===== src/include/x25519_defs.svh =====
// X25519 register-file address map and ladder init constants
// Shared by the RTL and the testbench
`ifndef X25519_DEFS_SVH
`define X25519_DEFS_SVH

// Base point and constant words
`define ADR_X_G       5'd0
`define ADR_K_NUM     5'd11
`define ADR_ZRRAM     5'd18
`define ADR_ONERAM    5'd19

// Reserved for the signature datapath
`define ADR_K_INV     5'd12
`define ADR_R_NUM     5'd13
`define ADR_S_NUM     5'd14
`define ADR_HASH      5'd16

// Ladder start words
`define ADR_X2        5'd7
`define ADR_Z2        5'd8
`define ADR_X3        5'd9
`define ADR_Z3        5'd10
`define ADR_A24       5'd31
`define ADR_ACCIDENT  5'd30     // Debug sink for idle write data

// Init values
`define X2_INIT       1
`define Z2_INIT       0
`define Z3_INIT       1
`define A24_VALUE     121665

// Bus layout, word in bits 7..3, lane in bits 2..0
`define CTRL_BASE     9'd256
`define BUS_WORD_MSB  7
`define BUS_WORD_LSB  3
`define BUS_LANE_MSB  2
`define BUS_LANE_LSB  0

`endif


===== src/hdl/x25519_pkg.sv =====
// X25519 engine types, ALU opcodes and init sequencer states

package x25519_pkg;

    typedef logic [255:0] fe_t;         // Field element / RAM word
    typedef logic [4:0]   ram_addr_t;   // Register file address
    typedef logic [3:0]   alu_op_t;
    typedef logic [7:0]   lane_mask_t;  // One bit per 32-bit lane
    typedef logic [31:0]  bus_data_t;
    typedef logic [8:0]   bus_addr_t;   // Wishbone word address

    localparam alu_op_t OP_FA = 4'd4;   // Field add
    localparam alu_op_t OP_FS = 4'd5;   // Field subtract

    // Ladder init sequence
    typedef enum logic [3:0] {
        IDLE, INITX2, INITZ2, INITX3,
        INITX32,                        // Wait ALU result for X3
        INITZ3, INITA24, INITK1,
        INITK2,                         // Wait ALU result for K
        INITK3
    } init_state_t;

endpackage


===== src/hdl/ladder_init.sv =====
// Montgomery ladder init sequencer
// Writes X2, Z2, X3, Z3, A24 and the clamped scalar into the register file
`timescale 1ns/100ps
`include "x25519_defs.svh"

module ladder_init
    import x25519_pkg::*;
(
    input  logic      clk,
    input  logic      rst,
    input  logic      init_en,      // Start pulse from host port
    input  logic      alu_vld,
    input  fe_t       alu_res,
    output logic      init_done,
    output logic      alu_en,
    output alu_op_t   alu_op,
    output logic      alu_carry,
    output ram_addr_t init_ra,
    output ram_addr_t init_wa,
    output logic      init_we,
    output fe_t       init_wd
);

    init_state_t state;
    logic        x32_vld;
    logic        k2_vld;
    fe_t         k_clamp;

    assign x32_vld = (state == INITX32) & alu_vld;
    assign k2_vld  = (state == INITK2) & alu_vld;

    //////////////////////////////
    // FSM

    always_ff @(posedge clk)
    begin
        if (rst)
        begin
            state     <= IDLE;
            init_done <= 1'b0;
        end
        else
        begin
            init_done <= 1'b0;
            case (state)
                IDLE:    if (init_en) state <= INITX2;
                INITX2:  state <= INITZ2;
                INITZ2:  state <= INITX3;
                INITX3:  state <= INITX32;
                INITX32: if (alu_vld) state <= INITZ3;
                INITZ3:  state <= INITA24;
                INITA24: state <= INITK1;
                INITK1:  state <= INITK2;
                INITK2:  if (alu_vld) state <= INITK3;
                INITK3:
                begin
                    state     <= IDLE;
                    init_done <= 1'b1;
                end
                default: state <= IDLE;
            endcase
        end
    end

    //////////////////////////////
    // ALU control

    // Only additions with zero here, used to reduce X_G and K
    assign alu_op    = OP_FA;
    assign alu_carry = 1'b0;

    // Operand A is on the read port one cycle after these states
    always_ff @(posedge clk)
    begin
        if (rst)
            alu_en <= 1'b0;
        else
            alu_en <= (state == INITX3) | (state == INITK1);
    end

    // Scalar clamp on the reduced K
    always_ff @(posedge clk)
    begin
        if (k2_vld)
            k_clamp <= {1'b0, 1'b1, alu_res[253:3], 3'b000};
    end

    //////////////////////////////
    // RAM port, registered from state

    always_ff @(posedge clk)
    begin
        if (rst)
            init_we <= 1'b0;
        else
            init_we <= (state == INITX2) | (state == INITZ2) | x32_vld |
                       (state == INITZ3) | (state == INITA24) | (state == INITK3);
    end

    always_ff @(posedge clk)
    begin
        init_wa <= `ADR_ACCIDENT;       // Harmless, we is low
        init_wd <= '0;
        init_ra <= `ADR_ZRRAM;          // Operand B of each addition
        case (state)
            INITX2:
            begin
                init_wa <= `ADR_X2;
                init_wd <= fe_t'(`X2_INIT);
            end
            INITZ2:
            begin
                init_wa <= `ADR_Z2;
                init_wd <= fe_t'(`Z2_INIT);
                init_ra <= `ADR_X_G;    // Ready for INITX3
            end
            INITX32:
            begin
                init_wa <= `ADR_X3;
                init_wd <= alu_res;
            end
            INITZ3:
            begin
                init_wa <= `ADR_Z3;
                init_wd <= fe_t'(`Z3_INIT);
            end
            INITA24:
            begin
                init_wa <= `ADR_A24;
                init_wd <= fe_t'(`A24_VALUE);
                init_ra <= `ADR_K_NUM;  // Ready for INITK1
            end
            INITK3:
            begin
                init_wa <= `ADR_K_NUM;
                init_wd <= k_clamp;
            end
            default: ;
        endcase
    end

endmodule


===== config.mk =====
export PLATFORM = sky130hd
export DESIGN_NAME = ladder_init
export DESIGN_NICKNAME = d
export VERILOG_FILES = /design/src/hdl/x25519_pkg.sv /design/src/hdl/ladder_init.sv
export VERILOG_INCLUDE_DIRS = /design/src /design/src/include
export SDC_FILE = /design/constraint.sdc
export NUM_CORES = 1
export LEC_CHECK = 0
export ABC_AREA = 1
export ABC_CLOCK_PERIOD_IN_PS = 23000
export BUFFER_PORTS_ARGS = -buffer_cell sky130_fd_sc_hd__buf_2
export CAP_MARGIN = 20
export CORE_AREA = 2 2 206 208
export DETAILED_ROUTE_END_ITERATION = 10
export DIE_AREA = 0 0 208 210
export PLACE_DENSITY_LB_ADDON = 0.12
export SYNTH_ARGS = -nofsm -noshare
export SYNTH_HDL_FRONTEND = slang
export SYNTH_SLANG_ARGS = --single-unit

===== constraint.sdc =====
create_clock -name clk -period 23 [get_ports clk]
set_input_delay 3.45 -clock clk [delete_from_list [all_inputs] [get_ports clk]]
set_output_delay 3.45 -clock clk [all_outputs]
set_load 0.1 [all_outputs]

== Word level (Yosys, flattened, before mapping) ==
Cells that the tools add are included.

* Input bits: 260
* Output and inout bits: 274
* Register bits after elaboration: 524
* Logic and storage cells: 39

* Bitwise operators: 8
* Mux-type cells: 8
* Reductions and logical operators: 3
* Eq/ne operators: 12

{| class="wikitable"
|+ Operators with widths
! operator !! number
|-
| 256-bit case mux with 4 select lines || 1
|-
| 4-bit case mux with 9 select lines || 1
|-
| 5-bit case mux with 6 select lines || 1
|-
| 4-bit by 3-bit equality test with 1-bit output, second input constant || 4
|-
| 4-bit 2-to-1 mux || 3
|-
| 5-bit case mux with 2 select lines || 1
|-
| 4-bit by 2-bit equality test with 1-bit output, second input constant || 2
|-
| 4-bit equality test, second input constant || 2
|-
| 2-bit != test, second input constant || 3
|-
| 1-bit OR || 6
|-
| 4-bit by 1-bit equality test with 1-bit output, second input constant || 1
|-
| 4-bit logical NOT || 1
|-
| 3-bit AND reduction || 1
|-
| 1-bit AND || 2
|-
| 2-bit OR reduction || 1
|-
| 1-bit 2-to-1 mux || 1
|}

== Depth between registers and ports, before layout ==
Gate-level depths: netlist (run 1).

* Depth after elaboration: 6
* Mapped depth: 9
* Gate-level depth less buffers: 7

== Worst setup path after synthesis (run 1) ==
Ideal clock, no wire load.

* Path kind: input to register
* From: in alu_vld
* To: reg k_clamp[100] (enable)
* Buffers on the path: 0
* Stages: 2
* Slack: 8.276 ns
* Data arrival time: 13.857 ns
* Cells stage by stage: inv_1 -> nor2_1

* Longest elaborated chain between the ends: 1

{| class="wikitable"
|+ RTL lines
! item !! RTL line !! source
|-
| start: declaration || ladder_init.sv:12 || <nowiki>input logic alu_vld,</nowiki>
|-
| 1-bit AND || ladder_init.sv:30 || <nowiki>assign k2_vld = (state == INITK2) & alu_vld;</nowiki>
|-
| net k2_vld || ladder_init.sv:26 || <nowiki>logic k2_vld;</nowiki>
|-
| end signal: assignment || ladder_init.sv:85 || <nowiki>k_clamp <= {1'b0, 1'b1, alu_res[253:3], 3'b000};</nowiki>
|-
| end: declaration || ladder_init.sv:27 || <nowiki>fe_t k_clamp;</nowiki>
|}

The timed path passes the listed nets, and every way through them passes these cells.
A chain may end at the register's enable or synchronous reset.

== Worst setup path in the final report (run 1) ==
* From: in alu_vld
* To: reg k_clamp[207] (enable)

Same word-level chain as after synthesis.

==> flow_summary.toml, run 1 <==
[logic_synthesis]
avgSynthCellArea_sq_um = 11.7
synth_cell_types = 19
synth_top_area_share_pct = 45.7
synth_top_area_cell = "edfxtp_1"
synth_area_leaders = "edfxtp_1 (46%), dfxtp_1 (33%), nand2_1 (17%)"
seq_area_frac_synth_pct = 78.6
yosys_warnings = 0
synth_seq_cells = 522
syn-cell-area_sq_mm = 0.0165
netlist_instances = 1407

[clocking]
cts.sinks = 522
clkTransAtPathRegs_ns = 0.06
cts_buffers = 54
clock_latency_ns = 0.58
ctsHoldBuffers = 0
cts_buffer_depth = 3
cts-root-buf = "clkbuf_16"
post_cts_resized = 0
cts_tree = "done"
cts.htree.levels = 2
cts_setup_buffers = 0

[worst_setup_path]
r2r_end = "k_clamp[207]"
critPathMaxFanout = 68
crit_required_ns = 23.20
end_kind = "flop"
rr_worst_depth = 6
worstSetupStartpointType = "primary input"
regToRegSetupSlack_ns = 20.07
critPathArrivalTime_ns = 5.35
r2r_start = "state[3]"
criticalPathCategory = "primary input to flop"

[die]
io_pins = 534
core-area_sq_mm = 0.0415
die_x_um = 208
core.rowCount = 75
fp.dieH_um = 210
die_area_sq_mm = 0.0437
initial_core_util_pct = 39.8

[power]
power.density_mw_per_mm2 = 96.2
vdd_drop_max_uv = 61.6
p_total_mw = 2.05
p_leak_nw = 10.1

[place]
port-buffer-count = 527
dpl.hpwl_mm = 28.3
place_congestion = 0.779

[min_path]
hold_depth = 2
hold_end = "init_wd[221]"
holdCritStartpoint = "k_clamp[221]"
min_path_type = "flop to flop"

[routing]
wl_mm = 41.9
dr.pass1.iters = 6
wire_per_inst_um = 16.6
routed.top_layer = "met5"
drc = 0
wl_met3_mm = 3.75
ant_nets = 0
drt-initial-drc-count = 677
vias_per_cell = 4.40
wl_met2_mm = 20.1
dr_total_vias = 11148
m1WireLength_mm = 16.8

[grt]
overflow = 0
grt_pass1_wl_mm = 63.0
grt_start_max_net_pins = 94
grt_pass1_vias = 11054
antenna_found_initial = 13
grt_usage_pct = 18.7

[sta]
finalSetupViolCount = 0
finalClockSkew_ns = 0.0142
fmax_ghz = 0.194
min_period_over_period_pct = 22.4
slew_viol_final = 0
finalCriticalPeriod_ns = 5.15
grt_setup_unrepaired = "false"
max_slew_margin_pct = 28.1
tightest_slew_ns = 1.08
tns_ns = 0
hold_violations = 0

[layout]
fill_cells = 3784
fin_nets = 2202
final_layout_size_suffix_gt1_share_pct = 31.2
syn2layout_area_growth_pct = 29.1

[run_status]
outcome = "finished, final reports clean"

[run]
maxCapViolCount = 0
-- synthesized netlist by cell type, drive strengths merged --
master,number
nor3,1
dfxtp,271
nor2,11
nand2,768
o21ai,2
buf,62
clkinv,1
conb,2
edfxtp,251
nand3,16
nand3b,1
o211ai,1
a21oi,5
inv,15
-- layout by cell type (no fill, tap or decap), types with 2 or more instances in the layout --
cell,count
clkbuf_1,18
clkbuf_16,56
clkinv_2,6
diode_2,5
nor2_1,7
inv_6,3
bufinv_16,2
nand3_1,16
clkinv_1,8
buf_2,527
dfxtp_1,271
inv_1,13
buf_4,9
clkbuf_8,9
o21ai_0,2
a21oi_1,5
nand2_1,767
nor2_4,4
conb_1,6
edfxtp_1,251
-- where the power goes --
part	switching, mW	total [mW]	internal [mW]
Combinational	0.173	0.208	0.0346
Clock	0.347	0.844	0.498
Sequential	0.00557	0.997	0.991
-- final cells by class --
cell class	count	area [sq um]	area share, %
inverters	16	65.1	0.306
flip-flops and latches	522	13000	60.9
diodes	5	12.5	0.0588
clock buffers	83	1590	7.48
multi-input cells	811	3110	14.6
repair buffers	537	2730	12.8
well taps	539	674	3.17
clock inverters	18	141	0.664
-- flip-flops by register name (all words and copies together), names as in the netlist --
register and count:
init_wd 256, state 4, alu_en 1, init_done 1, init_wa 5, init_ra 3
k_clamp 251, init_we 1
-- cell families (layout without fill, tap and decap cells) --
kind of cell,count (synthesis),in the layout,share of synthesized area [%]
DFF,522,522,78.6
buffers and inverters,78,654,2.71
other,2,11,0.0455
AOI/OAI and AO/OA,8,8,0.258
and+or+nand+nor,797,797,18.4
-- per-layer routing --
metal	vias up	global-route usage, %
met1	5140	22.2
met3	81	7.03
li1	5553	-
met2	358	30.7
met5	-	0.445
met4	16	7.31
-- worst max-delay path by stage --
stage / startpoint / to / slack [ns] / cells past startpoint
after floorplan: alu_vld / k_clamp[100] / 8.28 / 2
after global placement: alu_vld / k_clamp[95] / 17.23 / 5
after detailed placement: alu_vld / k_clamp[95] / 17.23 / 5
after CTS: alu_vld / k_clamp[167] / 17.87 / 5
after global routing: alu_vld / k_clamp[63] / 17.72 / 5
final: alu_vld / k_clamp[207] / 17.85 / 5
-- metrics by stage --
stage               util [%]  std cells  hold WS [ns]  instance area, sq um  worst slack, ns
finish                  51.3       2531         0.433                 21300            17.85
global route            51.3       2530         0.457                 21300            17.72
CTS                     51.2       2525         0.437                 21300            17.87
detailed placement      47.1       2424         0.424                 19500            17.23
global placement        47.1       2424         0.421                 19500            17.23
floorplan                  -       1411         0.419                 16500             8.28
-- worst max-delay path, stage by stage --
cell	delay, ns
buf_2	0.09
inv_1	0.08
nor2_4	0.11
buf_4	0.70
buf_4	0.82
Note: power is estimated with default switching activity, not from simulation.
==> run 2, diff against run 1 <==
ABC_CLOCK_PERIOD_IN_PS = 4800   (was 23000)
CORE_AREA = 2 2 208 210   (was 2 2 206 208)
DIE_AREA = 0 0 210 212   (was 0 0 208 210)
clock period = 4.8 ns   (was 23 ns; I/O delays follow)
==> run 2 against run 1 <==
Against the previous run:
- sequential share of layout area shrank 0.47 points
- first-iteration DRC count rose by 1.3%
- die area is 1.9% higher
- utilization is 0.85 points lower
- flip-flop and latch count unchanged
- clock power rose to 5.0 times the previous value
- largest cell class unchanged
- via count up 0.48%
- combinational power grew to 4.8 times the previous value
- worst setup slack got worse by 15 ns
- final cell count is 0.40% higher
- clock skew down 0.00091 ns
- critical path depth up 1
- largest power group unchanged
==> flow_summary.toml, run 2 (synthesized netlist as in run 1, its figures left out) <==
[run_status]
outcome = "finished, final reports clean"

[layout]
regMostFlops = "init_wd"
final_common_cell = "nand2_1"
largest_reg_flops = 256
final_layout_size_suffix_gt1_share_pct = 31.8
layout_common_cells = "nand2_1 (767), buf_2 (527), dfxtp_1 (270)"
largest_registers = "init_wd: 256 flops, k_clamp: 251 flops, init_wa: 5 flops"
stdcell_count = 2541
fin_nets = 2203
syn2layout_area_growth_pct = 30.1

[worst_setup_path]
crit_path_frequent_cell = "nand2_1"
worstSetupStartpointType = "flop"
end_kind = "flop"
critical_path_buf_inv_count = 3
critPathMaxStageDelay_ns = 0.70
path_delay_family = "simple AND/OR/NAND/NOR gates"
path_cells = "inv_2 -> nand2_1 -> inv_1 -> nand2_1 -> nor2_4 -> buf_4"
critPathMaxFanout = 28
criticalPathCategory = "flop to flop"
critPathArrivalTime_ns = 2.55
crit_required_ns = 5.04
cpMaxStageDelayCell = "nor2_4"

[clocking]
clkTransAtPathRegs_ns = 0.06
cts_tree = "done"
clock_latency_ns = 0.58
cts_buffers = 53
cts_setup_buffers = 0
cts.htree.levels = 2
post_cts_resized = 0
ctsHoldBuffers = 0
cts-root-buf = "clkbuf_16"
cts.sinks = 522
cts_buffer_depth = 3

[grt]
grt_pass1_vias = 10852
grt_util_met2_pct = 29.2
overflow = 0
grt_start_max_net_pins = 139
busiest_layer = "met2"
grt_pass1_wl_mm = 61.9
antenna_found_initial = 18
grtUsageMet1_pct = 21.7
grt_usage_pct = 18.2
grt.met3_usage_pct = 8.27

[sta]
min_period_over_period_pct = 48.0
finalClockSkew_ns = 0.0133
slew_viol_final = 0
fmax_ghz = 0.434
max_slew_margin_pct = 42.2
grt_setup_unrepaired = "false"
finalSetupViolCount = 0
hold_violations = 0
tightest_slew_ns = 0.865
finalCriticalPeriod_ns = 2.31

[power]
p_leak_nw = 10.2
vdd_drop_max_uv = 409
p_total_mw = 10.0
power.density_mw_per_mm2 = 466

[die]
io_pins = 534
die_x_um = 210
initial_core_util_pct = 38.8
core-area_sq_mm = 0.0425
die_area_sq_mm = 0.0445
core.rowCount = 76
fp.dieH_um = 212

[place]
port-buffer-count = 527
dpl.hpwl_mm = 28.9
place_congestion = 0.788
placedCellCount = 2434

[routing]
drc = 0
vias_per_cell = 4.41
wl_mm = 42.0
dr.pass1.iters = 4
dr_total_vias = 11202
wire_per_inst_um = 16.5
drt-initial-drc-count = 686
ant_nets = 0

[min_path]
min_path_type = "primary input to flop"

[run]
maxCapViolCount = 0
[run 2: final cells by class]
| class | instances | area, sq um |
|---|---|---|
| Fill cell | 3911 | 21000 |
| Multi-Input combinational cell | 811 | 3110 |
| Timing Repair Buffer | 539 | 2780 |
| Clock inverter | 25 | 255 |
| Sequential cell | 522 | 13000 |
| Antenna cell | 8 | 20.0 |
| Tap cell | 546 | 683 |
| Clock buffer | 74 | 1570 |
| Inverter | 16 | 77.6 |
[run 2: final timing paths]
kind | end | startpoint | cells past startpoint | slack (ns)
worst min-delay path | k_clamp[197] | alu_res[197] | 1 | 0.32
worst max-delay path | k_clamp[133] | state[2] | 6 | 2.49
worst max register to register | k_clamp[133] | state[2] | 6 | 2.49
worst min register to register | init_wd[167] | k_clamp[167] | 2 | 0.43
[run 2: worst reg2reg max path: stages, from the launching register on]
cell     delay (ns)
dfxtp_1        0.34
inv_2          0.10
nand2_1        0.12
inv_1          0.10
nand2_1        0.10
nor2_4         0.70
buf_4          0.49
[run 2: layer usage]
| metal | wire (um) | vias to the layer above |
|---|---|---|
| met5 | 122 | - |
| met4 | 1190 | 20 |
| met3 | 4170 | 87 |
| met2 | 19300 | 398 |
| met1 | 17200 | 5130 |
| li1 | - | 5567 |
[run 2: through the flow]
| stage | TNS, ns | hold WS (ns) | setup WS (ns) | util [%] | cell area [sq um] |
|---|---|---|---|---|---|
| 3_5_place_dp | 0 | 0.425 | 2.28 | 46.1 | 19600 |
| 2_1_floorplan | -11.48 | 0.419 | -0.0457 | - | 16500 |
| 6_report | 0 | 0.321 | 2.49 | 50.5 | 21500 |
| 4_1_cts | 0 | 0.277 | 2.43 | 50.4 | 21400 |
| 5_1_grt | 0 | 0.280 | 2.26 | 50.5 | 21500 |
| 3_3_place_gp | 0 | 0.420 | 2.26 | 46.1 | 19600 |
[run 2: power by group]
part           switching [mW]  internal, mW
combinational           0.830         0.167
clock                    1.68          2.55
sequential             0.0260          4.75
total                    2.53          7.47
==> run 3, diff against run 2 <==
ABC_CLOCK_PERIOD_IN_PS = 1900   (was 4800)
CORE_AREA = 2 2 207 209   (was 2 2 208 210)
DIE_AREA = 0 0 209 211   (was 0 0 210 212)
clock period = 1.9 ns   (was 4.8 ns; I/O delays follow)
==> run 3 against run 2 <==
Against the previous run:
- sequential share of layout area fell by 6.6 points
- wire length rose by 5.0%
- first-iteration DRC count is 5.2% lower
- largest cell class unchanged
- largest power group unchanged
==> flow_summary.toml, run 3 (synthesized netlist as in run 1, its figures left out) <==
[run_status]
outcome = "finished, final reports clean"

[routing]
ant_nets = 0
drc = 0
wl_mm = 44.1
dr.pass1.iters = 4
dr_total_vias = 12151
wire_per_inst_um = 15.8
vias_per_cell = 4.34
drt-initial-drc-count = 650

[sta]
min_period_over_period_pct = 88.1
finalClockSkew_ns = 0.0180
tns_ns = 0
hold_violations = 0
tightest_slew_ns = 0.587
max_slew_margin_pct = 61.1
slew_viol_final = 0
finalSetupViolCount = 0
fmax_ghz = 0.597
finalCriticalPeriod_ns = 1.67
grt_setup_unrepaired = "false"
hold_slack_ns = 0.0965

[place]
dpl.hpwl_mm = 30.0
placedCellCount = 2445
place_congestion = 0.794
port-buffer-count = 527

[worst_setup_path]
path_delay_family = "buffers and inverters"
cpMaxStageDelayCell = "buf_2"
critical_path_buf_inv_count = 1
critPathArrivalTime_ns = 1.39
path_cells = "buf_2"
critPathMaxStageDelay_ns = 0.45
crit_required_ns = 1.62
end_kind = "output pin"
worstSetupStartpointType = "flop"
critPathMaxFanout = 2
criticalPathCategory = "flop to output pin"

[power]
p_leak_nw = 11.3
power.density_mw_per_mm2 = 1020
p_total_mw = 24.6
vdd_drop_max_uv = 769

[clocking]
cts.sinks = 522
clock_latency_ns = 0.58
cts-root-buf = "clkbuf_16"
cts_buffer_depth = 3
cts.htree.levels = 2
post_cts_resized = 0
clkTransAtPathRegs_ns = 0.06
cts_tree = "done"
cts_buffers = 52

[die]
die_area_sq_mm = 0.0441
core-area_sq_mm = 0.0418
initial_core_util_pct = 39.5
io_pins = 534
die_x_um = 209
fp.dieH_um = 211
core.rowCount = 75

[layout]
layout_common_cells = "nand2_1 (765), buf_2 (527), dfxtp_1 (267)"
fill_cells = 3526
largest_reg_flops = 256
regMostFlops = "init_wd"
fin_nets = 2477
largest_registers = "init_wd: 256 flops, k_clamp: 251 flops, init_wa: 5 flops"
final_common_cell = "nand2_1"
stdcell_count = 2799
final_layout_size_suffix_gt1_share_pct = 28.4
post-route-util_pct = 57.7
syn2layout_area_growth_pct = 46.1

[grt]
grt_pass1_wl_mm = 66.8
antenna_found_initial = 3
grtUsageMet1_pct = 23.5
grt_start_max_net_pins = 59
grt_util_met2_pct = 32.9
grt_usage_pct = 19.5
overflow = 0
grt.met3_usage_pct = 5.53
grt_pass1_vias = 12186
busiest_layer = "met2"

[run]
maxCapViolCount = 0

[min_path]
min_path_type = "primary input to flop"
## run 3: changes by cell type in the layout (fill, tap and decap cells not counted), sizes merged
cell and delta:
inv -3, clkbuf +1, diode -6, dlygate4sd3 +257, clkinvlp +1, bufinv -4
clkinv +1, buf +18
## run 3: routing by layer
layer / wire length [um] / share of wire, % / up-vias
li1: - / - / 6119
met1: 18300 / 41 / 5570
met2: 21500 / 49 / 381
met3: 2920 / 6.6 / 79
met4: 1420 / 3.2 / 2
met5: 7 / 0.016 / -
## run 3: metrics by stage
stage	cell area [sq um]	setup WS, ns
floorplan	16500	-2.83
finish	24100	0.226
detailed placement	19900	0.281
CTS	24100	0.167
global route	24100	0.182
global placement	19900	0.284
## run 3: worst paths after layout
kind / depth (start not counted) / start / end / slack [ns]
setup / recovery: 1 / init_ra[3] / init_ra[3] / 0.23
hold / removal: 4 / init_en / state[0] / 0.1
setup reg to reg: 5 / state[1] / k_clamp[85] / 0.28
hold reg to reg: 2 / k_clamp[134] / init_wd[134] / 0.43
## run 3: repair_timing
item | 4_1_cts | 5_1_grt
endpoints found under the hold margin | 511 | 0
hold buffers | 257 | 0
setup buffers | 0 | 0
## run 3: layout make-up
cell class | instances | area (sq um) | area share, %
Antenna cell | 2 | 5.00 | 0.0208
Clock buffer | 75 | 1470 | 6.09
Clock inverter | 20 | 119 | 0.493
Inverter | 16 | 70.1 | 0.291
Multi-Input combinational cell | 811 | 3120 | 13.0
Sequential cell | 522 | 13000 | 53.8
Tap cell | 539 | 674 | 2.80
Timing Repair Buffer | 814 | 5670 | 23.5
## run 3: report_power, final
part,internal [mW],total [mW],switching (mW)
logic,0.779,2.99,2.21
clock network,5.48,9.55,4.08
registers,12.0,12.1,0.0678
total,18.3,24.6,6.35
