### src/include/x25519_defs.svh
// X25519 register-file address map and ladder init constants
// Shared by the RTL and the testbench
`ifndef X25519_DEFS_SVH
`define X25519_DEFS_SVH

// Base point and constant words
`define ADR_X_G       5'd0
`define ADR_K_NUM     5'd11
`define ADR_ZRRAM     5'd18
`define ADR_ONERAM    5'd19

// Reserved for the signature datapath
`define ADR_K_INV     5'd12
`define ADR_R_NUM     5'd13
`define ADR_S_NUM     5'd14
`define ADR_HASH      5'd16

// Ladder start words
`define ADR_X2        5'd7
`define ADR_Z2        5'd8
`define ADR_X3        5'd9
`define ADR_Z3        5'd10
`define ADR_A24       5'd31
`define ADR_ACCIDENT  5'd30     // Debug sink for idle write data

// Init values
`define X2_INIT       1
`define Z2_INIT       0
`define Z3_INIT       1
`define A24_VALUE     121665

// Bus layout, word in bits 7..3, lane in bits 2..0
`define CTRL_BASE     9'd256
`define BUS_WORD_MSB  7
`define BUS_WORD_LSB  3
`define BUS_LANE_MSB  2
`define BUS_LANE_LSB  0

`endif

### src/hdl/x25519_pkg.sv
// X25519 engine types, ALU opcodes and init sequencer states

package x25519_pkg;

    typedef logic [255:0] fe_t;         // Field element / RAM word
    typedef logic [4:0]   ram_addr_t;   // Register file address
    typedef logic [3:0]   alu_op_t;
    typedef logic [7:0]   lane_mask_t;  // One bit per 32-bit lane
    typedef logic [31:0]  bus_data_t;
    typedef logic [8:0]   bus_addr_t;   // Wishbone word address

    localparam alu_op_t OP_FA = 4'd4;   // Field add
    localparam alu_op_t OP_FS = 4'd5;   // Field subtract

    // Ladder init sequence
    typedef enum logic [3:0] {
        IDLE, INITX2, INITZ2, INITX3,
        INITX32,                        // Wait ALU result for X3
        INITZ3, INITA24, INITK1,
        INITK2,                         // Wait ALU result for K
        INITK3
    } init_state_t;

endpackage

### src/hdl/wb_host_port.sv
// Wishbone classic slave for RAM lanes and the init control register
// Shares the RAM ports with the init sequencer
`timescale 1ns/100ps
`include "x25519_defs.svh"

module wb_host_port
    import x25519_pkg::*;
(
    input  logic       clk,
    input  logic       rst,
    input  logic       wb_cyc,
    input  logic       wb_stb,
    input  logic       wb_we,
    input  bus_addr_t  wb_adr,
    input  bus_data_t  wb_dat_i,
    input  logic [3:0] wb_sel,
    output bus_data_t  wb_dat_o,
    output logic       wb_ack,
    output logic       init_en,
    input  logic       init_done,
    input  ram_addr_t  init_ra,
    input  ram_addr_t  init_wa,
    input  logic       init_we,
    input  fe_t        init_wd,
    output ram_addr_t  ram_ra,
    output ram_addr_t  ram_wa,
    output logic       ram_we,
    output lane_mask_t ram_wmask,
    output fe_t        ram_wd,
    input  fe_t        ram_rd
);

    logic       busy;
    logic       done;
    logic       rd_pend;            // RAM read data arrives next cycle
    logic       req;
    logic       is_ctrl;
    logic       ram_go;
    logic       bus_wr;
    logic       start;
    ram_addr_t  bus_word;
    logic [2:0] bus_lane;
    lane_mask_t bus_mask;

    //////////////////////////////
    // Decode

    assign bus_word = wb_adr[`BUS_WORD_MSB:`BUS_WORD_LSB];
    assign bus_lane = wb_adr[`BUS_LANE_MSB:`BUS_LANE_LSB];
    assign bus_mask = lane_mask_t'(1) << bus_lane;

    assign req     = wb_cyc & wb_stb & ~wb_ack & ~rd_pend;   // New access
    assign is_ctrl = wb_adr >= `CTRL_BASE;
    assign ram_go  = req & ~is_ctrl & ~busy;                  // Held off while busy
    assign bus_wr  = ram_go & wb_we & (|wb_sel);
    assign start   = req & is_ctrl & wb_we & wb_sel[0] & wb_dat_i[0] & ~busy;

    //////////////////////////////
    // Handshake and status

    always_ff @(posedge clk)
    begin
        if (rst)
        begin
            wb_ack  <= 1'b0;
            rd_pend <= 1'b0;
            init_en <= 1'b0;
            busy    <= 1'b0;
            done    <= 1'b0;
        end
        else
        begin
            wb_ack  <= (req & is_ctrl) | (ram_go & wb_we) | rd_pend;
            rd_pend <= ram_go & ~wb_we;
            init_en <= start;
            if (start)
            begin
                busy <= 1'b1;
                done <= 1'b0;           // Sticky until next start
            end
            else if (init_done)
            begin
                busy <= 1'b0;
                done <= 1'b1;
            end
        end
    end

    always_ff @(posedge clk)
    begin
        if (req & is_ctrl & ~wb_we)
            wb_dat_o <= bus_data_t'({done, busy});
        else if (rd_pend)
            wb_dat_o <= ram_rd[{bus_lane, 5'b00000} +: 32];
    end

    //////////////////////////////
    // RAM port mux

    assign ram_ra    = busy ? init_ra : bus_word;
    assign ram_wa    = busy ? init_wa : bus_word;
    assign ram_we    = busy ? init_we : bus_wr;
    assign ram_wmask = busy ? lane_mask_t'('1) : bus_mask;
    assign ram_wd    = busy ? init_wd : {8{wb_dat_i}};   // Lane copied to every slice

endmodule

### config.mk
export PLATFORM = sky130hd
export DESIGN_NAME = wb_host_port
export DESIGN_NICKNAME = d
export VERILOG_FILES = /design/src/hdl/x25519_pkg.sv /design/src/hdl/wb_host_port.sv
export VERILOG_INCLUDE_DIRS = /design/src /design/src/include
export SDC_FILE = /design/constraint.sdc
export NUM_CORES = 1
export LEC_CHECK = 0
export ABC_AREA = 1
export BUFFER_PORTS_ARGS = -buffer_cell sky130_fd_sc_hd__buf_2
export CAP_MARGIN = 20
export CORE_AREA = 2 2 345 347
export DETAILED_ROUTE_END_ITERATION = 8
export DIE_AREA = 0 0 347 349
export GPL_TIMING_DRIVEN = 0
export HOLD_SLACK_MARGIN = 0.1
export SLEW_MARGIN = 30
export SYNTH_ARGS = -nofsm -noshare
export SYNTH_HDL_FRONTEND = slang
export SYNTH_SLANG_ARGS = --single-unit
### constraint.sdc
create_clock -name clk -period 1.93 [get_ports clk]
set_input_delay 0.193 -clock clk [delete_from_list [all_inputs] [get_ports clk]]
set_output_delay 0.193 -clock clk [all_outputs]
set_load 0.01 [all_outputs]
Word-level counts from Yosys, hierarchy flattened
Cells that the tools add are included.
{ "totals": {"regBits": 37, "in_bits": 574, "output_inout_bits": 309, "wordCells": 44} }
{ "classes": {"order_cmp": 1, "n_shift": 2, "n_mux": 9, "bitwise": 21, "reduce_logical": 4} }
{ "op_table": {"columns": ["op", "count"], "rows": [
  ["two-way mux 256 bit", 1],
  ["indexed part select 256 x 9 -> 32 bit", 1],
  ["bitwise AND 1 bit", 14],
  ["two-way mux 5 bit", 2],
  [">= comparator 9 bit, second input constant", 1],
  ["two-way mux 8 bit", 1],
  ["<< shifter 1 x 3 -> 8 bit, first input constant", 1],
  ["inverter 1 bit", 5],
  ["two-way mux 2 bit", 2],
  ["nonzero test 2 bit", 2],
  ["OR reduction 4 bit", 1],
  ["two-way mux 1 bit", 3],
  ["OR 1 bit", 2],
  ["OR reduction 2 bit", 1]
]} }

Depth between registers and ports, before layout
Gate-level depths: netlist (run 1).
{ "logic_depth": {"word_depth": 9, "depth_mapped": 10, "mapped_depth_nobuf": 7} }

Worst setup path after synthesis (run 1)
Ideal clock, no wire load.
{ "synth_path": {"path_type": "register -> register", "startpoint": "register rd_pend", "endpoint": "register wb_dat_o[0] (enable)", "setup_ps": 298, "arrival_time_ps": 1046, "t_required_ps": 1632, "setup_slack_ps": 586, "path_stages_with_launch": 6, "path_buffers": 2, "synth_period_minus_slack_ps": 1344, "path_cell_list": "dfxtp_1 -> buf_6 -> nor3_4 -> nand3_4 -> buf_6 -> nand2_1"} }
{ "synth_between": {"elab_chain_len": 5} }
{ "synth_rtl": {"columns": ["element", "line_no", "text"], "rows": [
  ["start: declaration", "wb_host_port.sv:35", "logic rd_pend;"],
  ["start signal: assignment", "wb_host_port.sv:74", "rd_pend <= ram_go & ~wb_we;"],
  ["inverter 1 bit", "wb_host_port.sv:52", "assign req = wb_cyc & wb_stb & ~wb_ack & ~rd_pend;"],
  ["bitwise AND 1 bit", "wb_host_port.sv:52", null],
  ["bitwise AND 1 bit (2 in a row)", "wb_host_port.sv:91", "if (req & is_ctrl & ~wb_we)"],
  ["nonzero test 2 bit (no line) *", null, null],
  ["end signal: assignment", "wb_host_port.sv:92", "wb_dat_o <= bus_data_t'({done, busy});"],
  ["end signal: assignment", "wb_host_port.sv:94", "wb_dat_o <= ram_rd[{bus_lane, 5'b00000} +: 32];"],
  ["end: declaration", "wb_host_port.sv:17", "output bus_data_t wb_dat_o,"]
]} }
Every way passes the cells marked *; elsewhere a longest branch is shown, timed or not.
A chain may end at the register's enable or synchronous reset.

Worst setup path after layout (run 1)
{ "layout_path": {"startpoint": "register busy", "endpoint": "output ram_wd[243]"} }
{ "layout_between": {"elab_chain_len": 1} }
{ "layout_rtl": {"columns": ["element", "line_no", "text"], "rows": [
  ["start: declaration", "wb_host_port.sv:33", "logic busy;"],
  ["start signal: assignment", "wb_host_port.sv:68", "busy <= 1'b0;"],
  ["start signal: assignment", "wb_host_port.sv:78", "busy <= 1'b1;"],
  ["start signal: assignment", "wb_host_port.sv:83", "busy <= 1'b0;"],
  ["two-way mux 256 bit", "wb_host_port.sv:104", "assign ram_wd = busy ? init_wd : {8{wb_dat_i}};"],
  ["end: declaration", "wb_host_port.sv:29", "output fe_t ram_wd,"]
]} }
Every way passes these cells.

==> results of run 1 <==
[worst paths after layout]
kind	cells after the start	endpoint
worst max-delay path	6	ram_wd[243]
worst min register to register	2	wb_dat_o[6]
worst max register to register	5	wb_dat_o[1]
worst min-delay path	2	rd_pend
[flip-flops by register name, indices dropped and copies added (netlist names)]
name and count:
init_en 1, wb_dat_o 32, wb_ack 1, busy 1
done 1, rd_pend 1
[worst max-delay path, stage by stage (launching register included)]
cell,delay (ns)
dfxtp_1,0.35
buf_12,0.19
buf_8,0.23
buf_8,0.22
nand2_1,0.19
nand2_1,0.12
buf_2,0.14
[timing repair]
| item | in CTS | in global routing |
|---|---|---|
| endpoints found under the setup margin | 281 | 125 |
| gates resized for setup | 141 | 46 |
| hold endpoints to repair | 1 | 0 |
| pin swaps | 0 | 1 |
| buffers inserted | 2 | 0 |
| hold buffers | 1 | 0 |
| cloned | 0 | 0 |
[cells in the mapped netlist (2+ instances only)]
master    count  area, µm²
clkbuf_1     12       45.0
edfxtp_1      2       60.1
a21oi_1       2       10.0
nand3_1     129        646
nand3_2       2       20.0
nand2_1    1120       4200
buf_2        57        285
nor2_1        7       26.3
buf_6         9        101
buf_4         7       52.6
o21ai_0      10       50.1
buf_1         8       30.0
inv_1        11       41.3
dfxtp_1      35        701
[cell type report]
| cell class | instances | share of cell area, % |
|---|---|---|
| tap | 1536 | 14.2 |
| sequential | 37 | 5.62 |
| clock inverter | 2 | 0.286 |
| timing repair buffer | 883 | 33.0 |
| antenna | 37 | 0.684 |
| buffer | 92 | 5.07 |
| inverter | 14 | 0.499 |
| clock buffer | 6 | 1.11 |
| multi-input combinational | 1273 | 39.5 |
[kinds of logic (layout without fill, tap and decap cells)]
logic type | Yosys count | count (layout) | synth area share (%)
AO/OA/AOI/OAI | 12 | 12 | 0.949
buffers and inverters | 107 | 997 | 9.00
flip-flops | 37 | 37 | 12.0
other | 0 | 37 | 0
AND/OR/NAND/NOR | 1261 | 1261 | 78.0
[metal layers]
metal | up-vias | GRT usage (%)
met1 | 6337 | 21.8
met3 | 251 | 9.20
met4 | 82 | 5.00
met5 | - | 1.76
met2 | 901 | 25.6
li1 | 6144 | -
[power by group]
group / leakage [nW] / internal, mW / switching [mW]
clock network: 0.0928 / 0.694 / 0.355
registers: 0.306 / 0.871 / 0.0571
logic: 7.29 / 1.06 / 1.86
==> results.tsv, run 1 <==
metric	value	unit
critical path capture point type	output port	
register area share after synthesis	12.0	%
CTS HTree Levels	2	
violated checks	setup timing	
Root Buffer	clkbuf_16	
Critical Path AT	1.76	ns
layout cells sized above 1	45.6	%
CP max FO	10	
Hold Startpoint	wb_we	
period utilization	101	%
drt first-iter violations	1375	
Req. time, crit path	1.74	ns
Mapped Cells	1417	
IO Pins	883	
Routed wire per std cell	29.0	µm
Highest Signal Layer	met5	
EDFF count, synth	2	
Syn Nets	1991	
DP HPWL	103	mm
vias in the first global route	12700	
Critical path origin	busy	
Least-Margin Pin Slew	0.982	ns
Tot GR Track Use	17.5	%
initial antenna violation count	95	
setup TNS	-0.0446	ns
status	finished with violations	
Placement Rows	126	
P_leak	7.69	nW
max cap viols	0	
area grow syn2layout	114	%
Die Y	349	µm
Clock Tree Buf Depth	2	
VDD IR max	0.289	mV
Main synth FF type	dfxtp_1	
Fin. Hold Viols	0	
fin worst setup slack	-0.0206	ns
PortBufs	880	
Starting Density	5.39	%
Synth cell types	20	
met1 wire length	45.8	mm
CTS clk-pin slew, worst paths	0.07	ns
clock sink total	37	
Die Area	121000	µm²
Clk Latency, worst-skew pair	0.29	ns
Mean Syn Cell Area	4.46	µm²
most common cell after layout, fill and taps aside	nand2_1	
Register Area	761	µm²
HP Class	in -> reg	
clk_skew	0.00609	ns
Area after DPL	12700	µm²
chip width	347	µm
largest net degree at the start of global routing	19	
antenna-violating nets left	0	
DRC	0	
metal2 WL	46.2	mm
CTS tree	yes	
Setup violations, final	3	
reg2reg setup slack	0.16	ns
Final Util	11.5	%
commonest cells after routing, fill and taps aside	nand2_1 (1044), buf_2 (898), nand3_1 (129)	
Slew HR	34.5	%
Power Density	362	nW/µm²
dpl cells	3833	
final cell count without fillers	3880	
RSZ-0062 raised after global routing	yes	
remaining global-route overflow	0	
WS Path Type	reg -> out	
core area	117000	µm²
total number of vias	13700	
met3 wire len	15.6	mm
fmax	0.513	GHz
Synth Register Bits	37	
Final Max Tran Viols	0	
final total power	4.90	mW
fillcell total	14200	
Synth async-reset ratio	0	%
drt pass-1 iters	7	
total CTS buffers	5	
vias per inst	3.53	
worst r2r src	rd_pend	
multi-input combinational cell area	5350	µm²
DP Worst Slack	-0.936	ns
global-route wire length before repair	137	mm
routability congestion estimate	0.969	
Mapped Area	6330	µm²
Design Area, Final	13500	µm²
Startpoint Class	register	
Min Hold Slack	0.113	ns
fin nets	2880	
yosys warns	0	
Period minus WS final	1.95	ns
DRT Wirelength	112	mm
Note: power is estimated with default switching activity, not from simulation.
==> run 2: changes to the inputs <==
- SETUP_SLACK_MARGIN: unset -> 0.1
==> run 2 against run 1 <==
  * The run now ends clean
  * First-iteration DRC count increased by 2.2%
  * Maximum frequency rose by 3.6%
  * Final cell count grew 0.13%
  * Final area grew 4.5%
  * Register-to-register slack about the same
  * Sequential share of layout area decreased by 0.21 points
  * Setup slack improved by 0.067 ns
  * Routed wire length is 0.48% higher
  * Power rose by 1.6%
  * Global-route usage barely moved
  * Critical path depth did not move
  * Largest cell class unchanged
  * Highest routed layer unchanged
==> results.tsv, run 2 (synthesis gave the netlist of run 1 again) <==
metric	value	unit	change
status	complete, no violations		
Startpoint Class	register		
max cap viols	0		unchanged
fmax	0.531	GHz	+3.6%
critical path capture point type	output port		
clock sink total	37		unchanged
Setup violations, final	0		-3
chip width	347	µm	unchanged
Final Util	12.0	%	+0.52 points
drt pass-1 iters	5		-2
DP Worst Slack	-0.936	ns	unchanged
dpl cells	3833		unchanged
RSZ-0062 raised after global routing	yes		
vias in the first global route	12600		-0.11%
Area after DPL	12700	µm²	unchanged
total CTS buffers	5		unchanged
area grow syn2layout	124	%	
final total power	4.97	mW	+1.6%
Req. time, crit path	1.74	ns	about the same
Slew HR	31.6	%	-2.9 points
Tot GR Track Use	17.5	%	about the same
Power Density	352	nW/µm²	-2.8%
Clock Tree Buf Depth	2		unchanged
Root Buffer	clkbuf_16		
DP HPWL	103	mm	unchanged
Min Hold Slack	0.110	ns	-0.00282 ns
clk_skew	0.00451	ns	-0.00159 ns
final cell count without fillers	3885		+0.13%
IO Pins	883		unchanged
Period minus WS final	1.88	ns	-0.0669 ns
routability congestion estimate	0.969		unchanged
CTS HTree Levels	2		unchanged
fillcell total	14100		-0.49%
commonest cells after routing, fill and taps aside	nand2_1 (1010), buf_2 (882), nand3_1 (127)		
WS Path Type	reg -> out		
Clk Latency, worst-skew pair	0.28	ns	about the same
remaining global-route overflow	0		unchanged
Die Y	349	µm	unchanged
P_leak	7.90	nW	+2.8%
Register Area	764	µm²	+0.49%
setup TNS	0	ns	+0.0446 ns
initial antenna violation count	96		+1.1%
largest net degree at the start of global routing	14		-5
total number of vias	13800		+0.74%
vias per inst	3.56		+0.61%
Placement Rows	126		unchanged
fin nets	2889		+0.31%
multi-input combinational cell area	5650	µm²	+5.6%
DRT Wirelength	113	mm	+0.48%
Routed wire per std cell	29.1	µm	+0.35%
drt first-iter violations	1405		+2.2%
PortBufs	880		unchanged
max reg flops	32		unchanged
layout cells sized above 1	47.5	%	+1.9 points
Starting Density	5.39	%	unchanged
CP max stage cell	dfxtp_4		
Design Area, Final	14100	µm²	+4.5%
core area	117000	µm²	unchanged
most flop-heavy register	wb_dat_o		
fin worst setup slack	0.0463	ns	+0.0669 ns
CP max FO	10		unchanged
most common cell after layout, fill and taps aside	nand2_1		
Die Area	121000	µm²	unchanged
antenna-violating nets left	0		unchanged
Least-Margin Pin Slew	1.03	ns	+0.0430 ns
CP Cell Sequence	buf_12 > buf_12 > buf_6 > nand2_1 > nand2_1 > buf_2		
DRC	0		unchanged
CTS tree	yes		
Fin. Hold Viols	0		unchanged
Critical Path AT	1.69	ns	-0.07 ns
global-route wire length before repair	137	mm	about the same
VDD IR max	0.292	mV	+1.2%
Final Max Tran Viols	0		unchanged
CTS clk-pin slew, worst paths	0.06	ns	about the same
Critical Path Max Stage Delay	0.38	ns	+0.03 ns
period utilization	97.6	%	-3.5 points
HP Class	in -> reg		
run 2: changes by cell type in the layout (fill, tap and decap cells not counted), sizes merged:
cell | previous run | this run
buf | 957 | 962
diode | 37 | 33
clkbuf | 23 | 27
run 2: layout make-up:
type,instances,area share [%]
multi-input combinational,1273,40.0
tap,1536,13.6
clock inverter,2,0.274
timing repair buffer,891,32.8
buffer,93,5.78
antenna,33,0.584
sequential,37,5.40
clock buffer,6,1.06
inverter,14,0.566
run 2: worst paths after layout:
check | startpoint | endpoint | slack (ns) | cells past startpoint
worst max-delay path | busy | ram_wd[203] | 0.05 | 6
worst min-delay path | wb_we | rd_pend | 0.11 | 2
worst max register to register | rd_pend | wb_dat_o[10] | 0.16 | 4
worst min register to register | wb_dat_o[6] | wb_dat_o[6] | 0.46 | 2
run 2: repair_timing:
action / CTS / global route
endpoints found under the setup margin: 285 / 143
hold endpoints to repair: 1 / 0
buffers inserted: 3 / 4
hold buffers: 1 / 0
pin swaps: 0 / 1
gates cloned: 0 / 3
resized for setup: 220 / 92
run 2: report_power, final:
group / internal, mW / switching, mW
clock network: 0.694 / 0.356
logic: 1.10 / 1.89
registers: 0.870 / 0.0568
run 2: critical path, delay by kind of cell, from the launching register on:
family	cells	cell delay [ns]
buf+inv	4	0.74
flops	1	0.38
simple gates	2	0.23
run 2: layer usage:
layer | up-vias | routed length [µm] | GRT usage, %
li1 | 6165 | - | -
met1 | 6394 | 46400 | 21.6
met2 | 929 | 46800 | 25.9
met3 | 247 | 15200 | 9.42
met4 | 82 | 3750 | 4.54
met5 | - | 764 | 1.76
==> run 3: changes to the inputs <==
- RECOVER_POWER: unset -> 100
==> run 3 against run 2 <==
  * Power down 2.1%
  * Routed wire length up 0.12%
  * Non-clock buffer count unchanged
  * Critical endpoint is now ram_wd[95]
  * Global-route usage unchanged
  * Sequential power about the same
==> results.tsv, run 3 (synthesis gave the netlist of run 1 again) <==
metric	value	unit	change
status	complete, no violations		
Tot GR Track Use	17.5	%	unchanged
chip width	347	µm	unchanged
Min Hold Slack	0.114	ns	+0.00362 ns
max cap viols	0		unchanged
fin nets	2889		unchanged
Die Y	349	µm	unchanged
routability congestion estimate	0.969		unchanged
PortBufs	880		unchanged
VDD IR max	0.294	mV	+0.60%
sw frac	47.2	%	+0.87 points
drt first-iter violations	1416		+0.78%
DRT Wirelength	113	mm	+0.12%
antenna-violating nets left	0		unchanged
area grow syn2layout	117	%	
Hold Startpoint	wb_we		
fillcell total	14200		+0.59%
Power Density	355	nW/µm²	+0.96%
DP HPWL	103	mm	unchanged
most common cell after layout, fill and taps aside	nand2_1		
CP max FO	10		unchanged
Critical Path AT	1.71	ns	+0.02 ns
critical path capture point type	output port		
most flop-heavy register	wb_dat_o		
Setup violations, final	0		unchanged
CTS clk-pin slew, worst paths	0.06	ns	about the same
P_leak	7.36	nW	-6.8%
total number of vias	13800		-0.0072%
core area	117000	µm²	unchanged
Least-Margin Pin Slew	1.03	ns	+0.00628 ns
largest net degree at the start of global routing	14		unchanged
Hold Crit Depth	2		unchanged
Pint	2.57	mW	-3.7%
Register Area	764	µm²	unchanged
period utilization	98.6	%	+0.98 points
NetSw	2.30	mW	-0.22%
Placement Rows	126		unchanged
initial antenna violation count	96		unchanged
global-route wire length before repair	137	mm	unchanged
CTS tree	yes		
Root Buffer	clkbuf_16		
layout cells sized above 1	39.8	%	-7.7 points
WS Path Type	reg -> out		
fmax	0.526	GHz	-0.99%
multi-input combinational cell area	5520	µm²	-2.3%
final total power	4.87	mW	-2.1%
share of power burned in registers	19.1	%	+0.5 points
Routed wire per std cell	29.1	µm	about the same
Critical R2R Capture	wb_dat_o[10]		
HP Class	in -> reg		
Req. time, crit path	1.74	ns	about the same
Clock Tree Buf Depth	2		unchanged
final cell count without fillers	3886		+0.026%
drt pass-1 iters	6		+1
Final Max Tran Viols	0		unchanged
clock power share	21.5	%	+0.4 points
Slew HR	31.2	%	-0.42 points
Fin. Hold Viols	0		unchanged
DRC	0		unchanged
Period minus WS final	1.90	ns	+0.0189 ns
clock sink total	37		unchanged
remaining global-route overflow	0		unchanged
Startpoint Class	register		
commonest cells after routing, fill and taps aside	nand2_1 (1022), buf_2 (687), clkbuf_1 (174)		
reg2reg setup slack	0.19	ns	+0.03 ns
vias in the first global route	12600		unchanged
vias per inst	3.56		about the same
Logic pwr share	59.4	%	-0.9 points
worst r2r src	rd_pend		
Clk Latency, worst-skew pair	0.28	ns	about the same
R2R cell count	4		unchanged
IO Pins	883		unchanged
Starting Density	5.39	%	unchanged
CTS HTree Levels	2		unchanged
dpl cells	3833		unchanged
clk_skew	0.00292	ns	-0.00159 ns
total CTS buffers	5		unchanged
Final Util	11.7	%	-0.36 points
Hold Path End	rd_pend		
Die Area	121000	µm²	unchanged
RSZ-0062 raised after global routing	yes		
max reg flops	32		unchanged
run 3: cell count changes in the layout (fill, tap and decap cells not counted), moves of 3 or more:
cell      before   now
buf_2        882   687
clkbuf_1       8   174
clkbuf_2       3    49
buf_4         34    22
nand2_1     1010  1022
nand2_4       34    26
buf_6         29    23
clkbuf_4       7    11
nand2_8       14    11
run 3: worst max-delay path by stage:
stage | cells past startpoint | slack (ns) | end | startpoint
6_report | 6 | 0.03 | ram_wd[95] | busy
5_1_grt | 5 | 0.01 | ram_wd[3] | busy
4_1_cts | 6 | -0.02 | ram_wd[126] | busy
3_5_place_dp | 5 | -0.94 | ram_wd[194] | busy
3_3_place_gp | 6 | -0.90 | ram_wd[29] | busy
2_1_floorplan | 5 | 0.59 | wb_dat_o[0] | rd_pend
run 3: power by group through the flow:
stage               registers [mW]  logic, mW  clock network [mW]
global placement             0.944       2.85                   0
CTS                          0.928       2.98                1.07
floorplan                    0.982      0.957                   0
global route                 0.938       3.09                1.09
detailed placement           0.942       2.86                   0
finish                       0.928       2.90                1.05
run 3: stage by stage:
step                      worst slack (ns)  area (µm²)  setup TNS (ns)
final                               0.0274       13700               0
after global routing                0.0144       13700               0
after CTS                          -0.0183       13600         -0.0686
after detailed placement            -0.936       12700         -110.27
after global placement              -0.900       12700         -100.63
after floorplan                      0.586        6330               0
run 3: cell type report:
cell class                 count  share of cell area [%]
inverter                      14                   0.547
timing repair buffer         891                    31.9
antenna                       34                   0.620
clock buffer                   6                    1.09
clock inverter                 2                   0.283
buffer                        93                    5.76
tap                         1536                    14.0
sequential                    37                    5.57
multi-input combinational   1273                    40.2
run 3: critical path, stage by stage, from the launching register on:
cell and delay [ns]:
dfxtp_4 0.38, buf_12 0.18, buf_12 0.18, buf_12 0.18, nand2_1 0.20, nand2_1 0.14, buf_2 0.14
run 3: metal layers:
| layer | GRT usage [%] | part of all wire, % | vias up |
|---|---|---|---|
| met5 | 1.76 | 0.72 | - |
| met4 | 4.54 | 3.4 | 86 |
| met3 | 9.42 | 14 | 250 |
| met2 | 25.9 | 41 | 929 |
| met1 | 21.6 | 41 | 6398 |
| li1 | - | - | 6153 |
run 3: timing repair:
item / 4_1_cts / 5_1_grt
hold endpoints to repair: 1 / 0
setup buffers: 3 / 4
cloned: 0 / 3
setup endpoints to repair: 285 / 143
pin swaps: 0 / 1
gates resized for setup: 220 / 92
hold buffers: 1 / 0
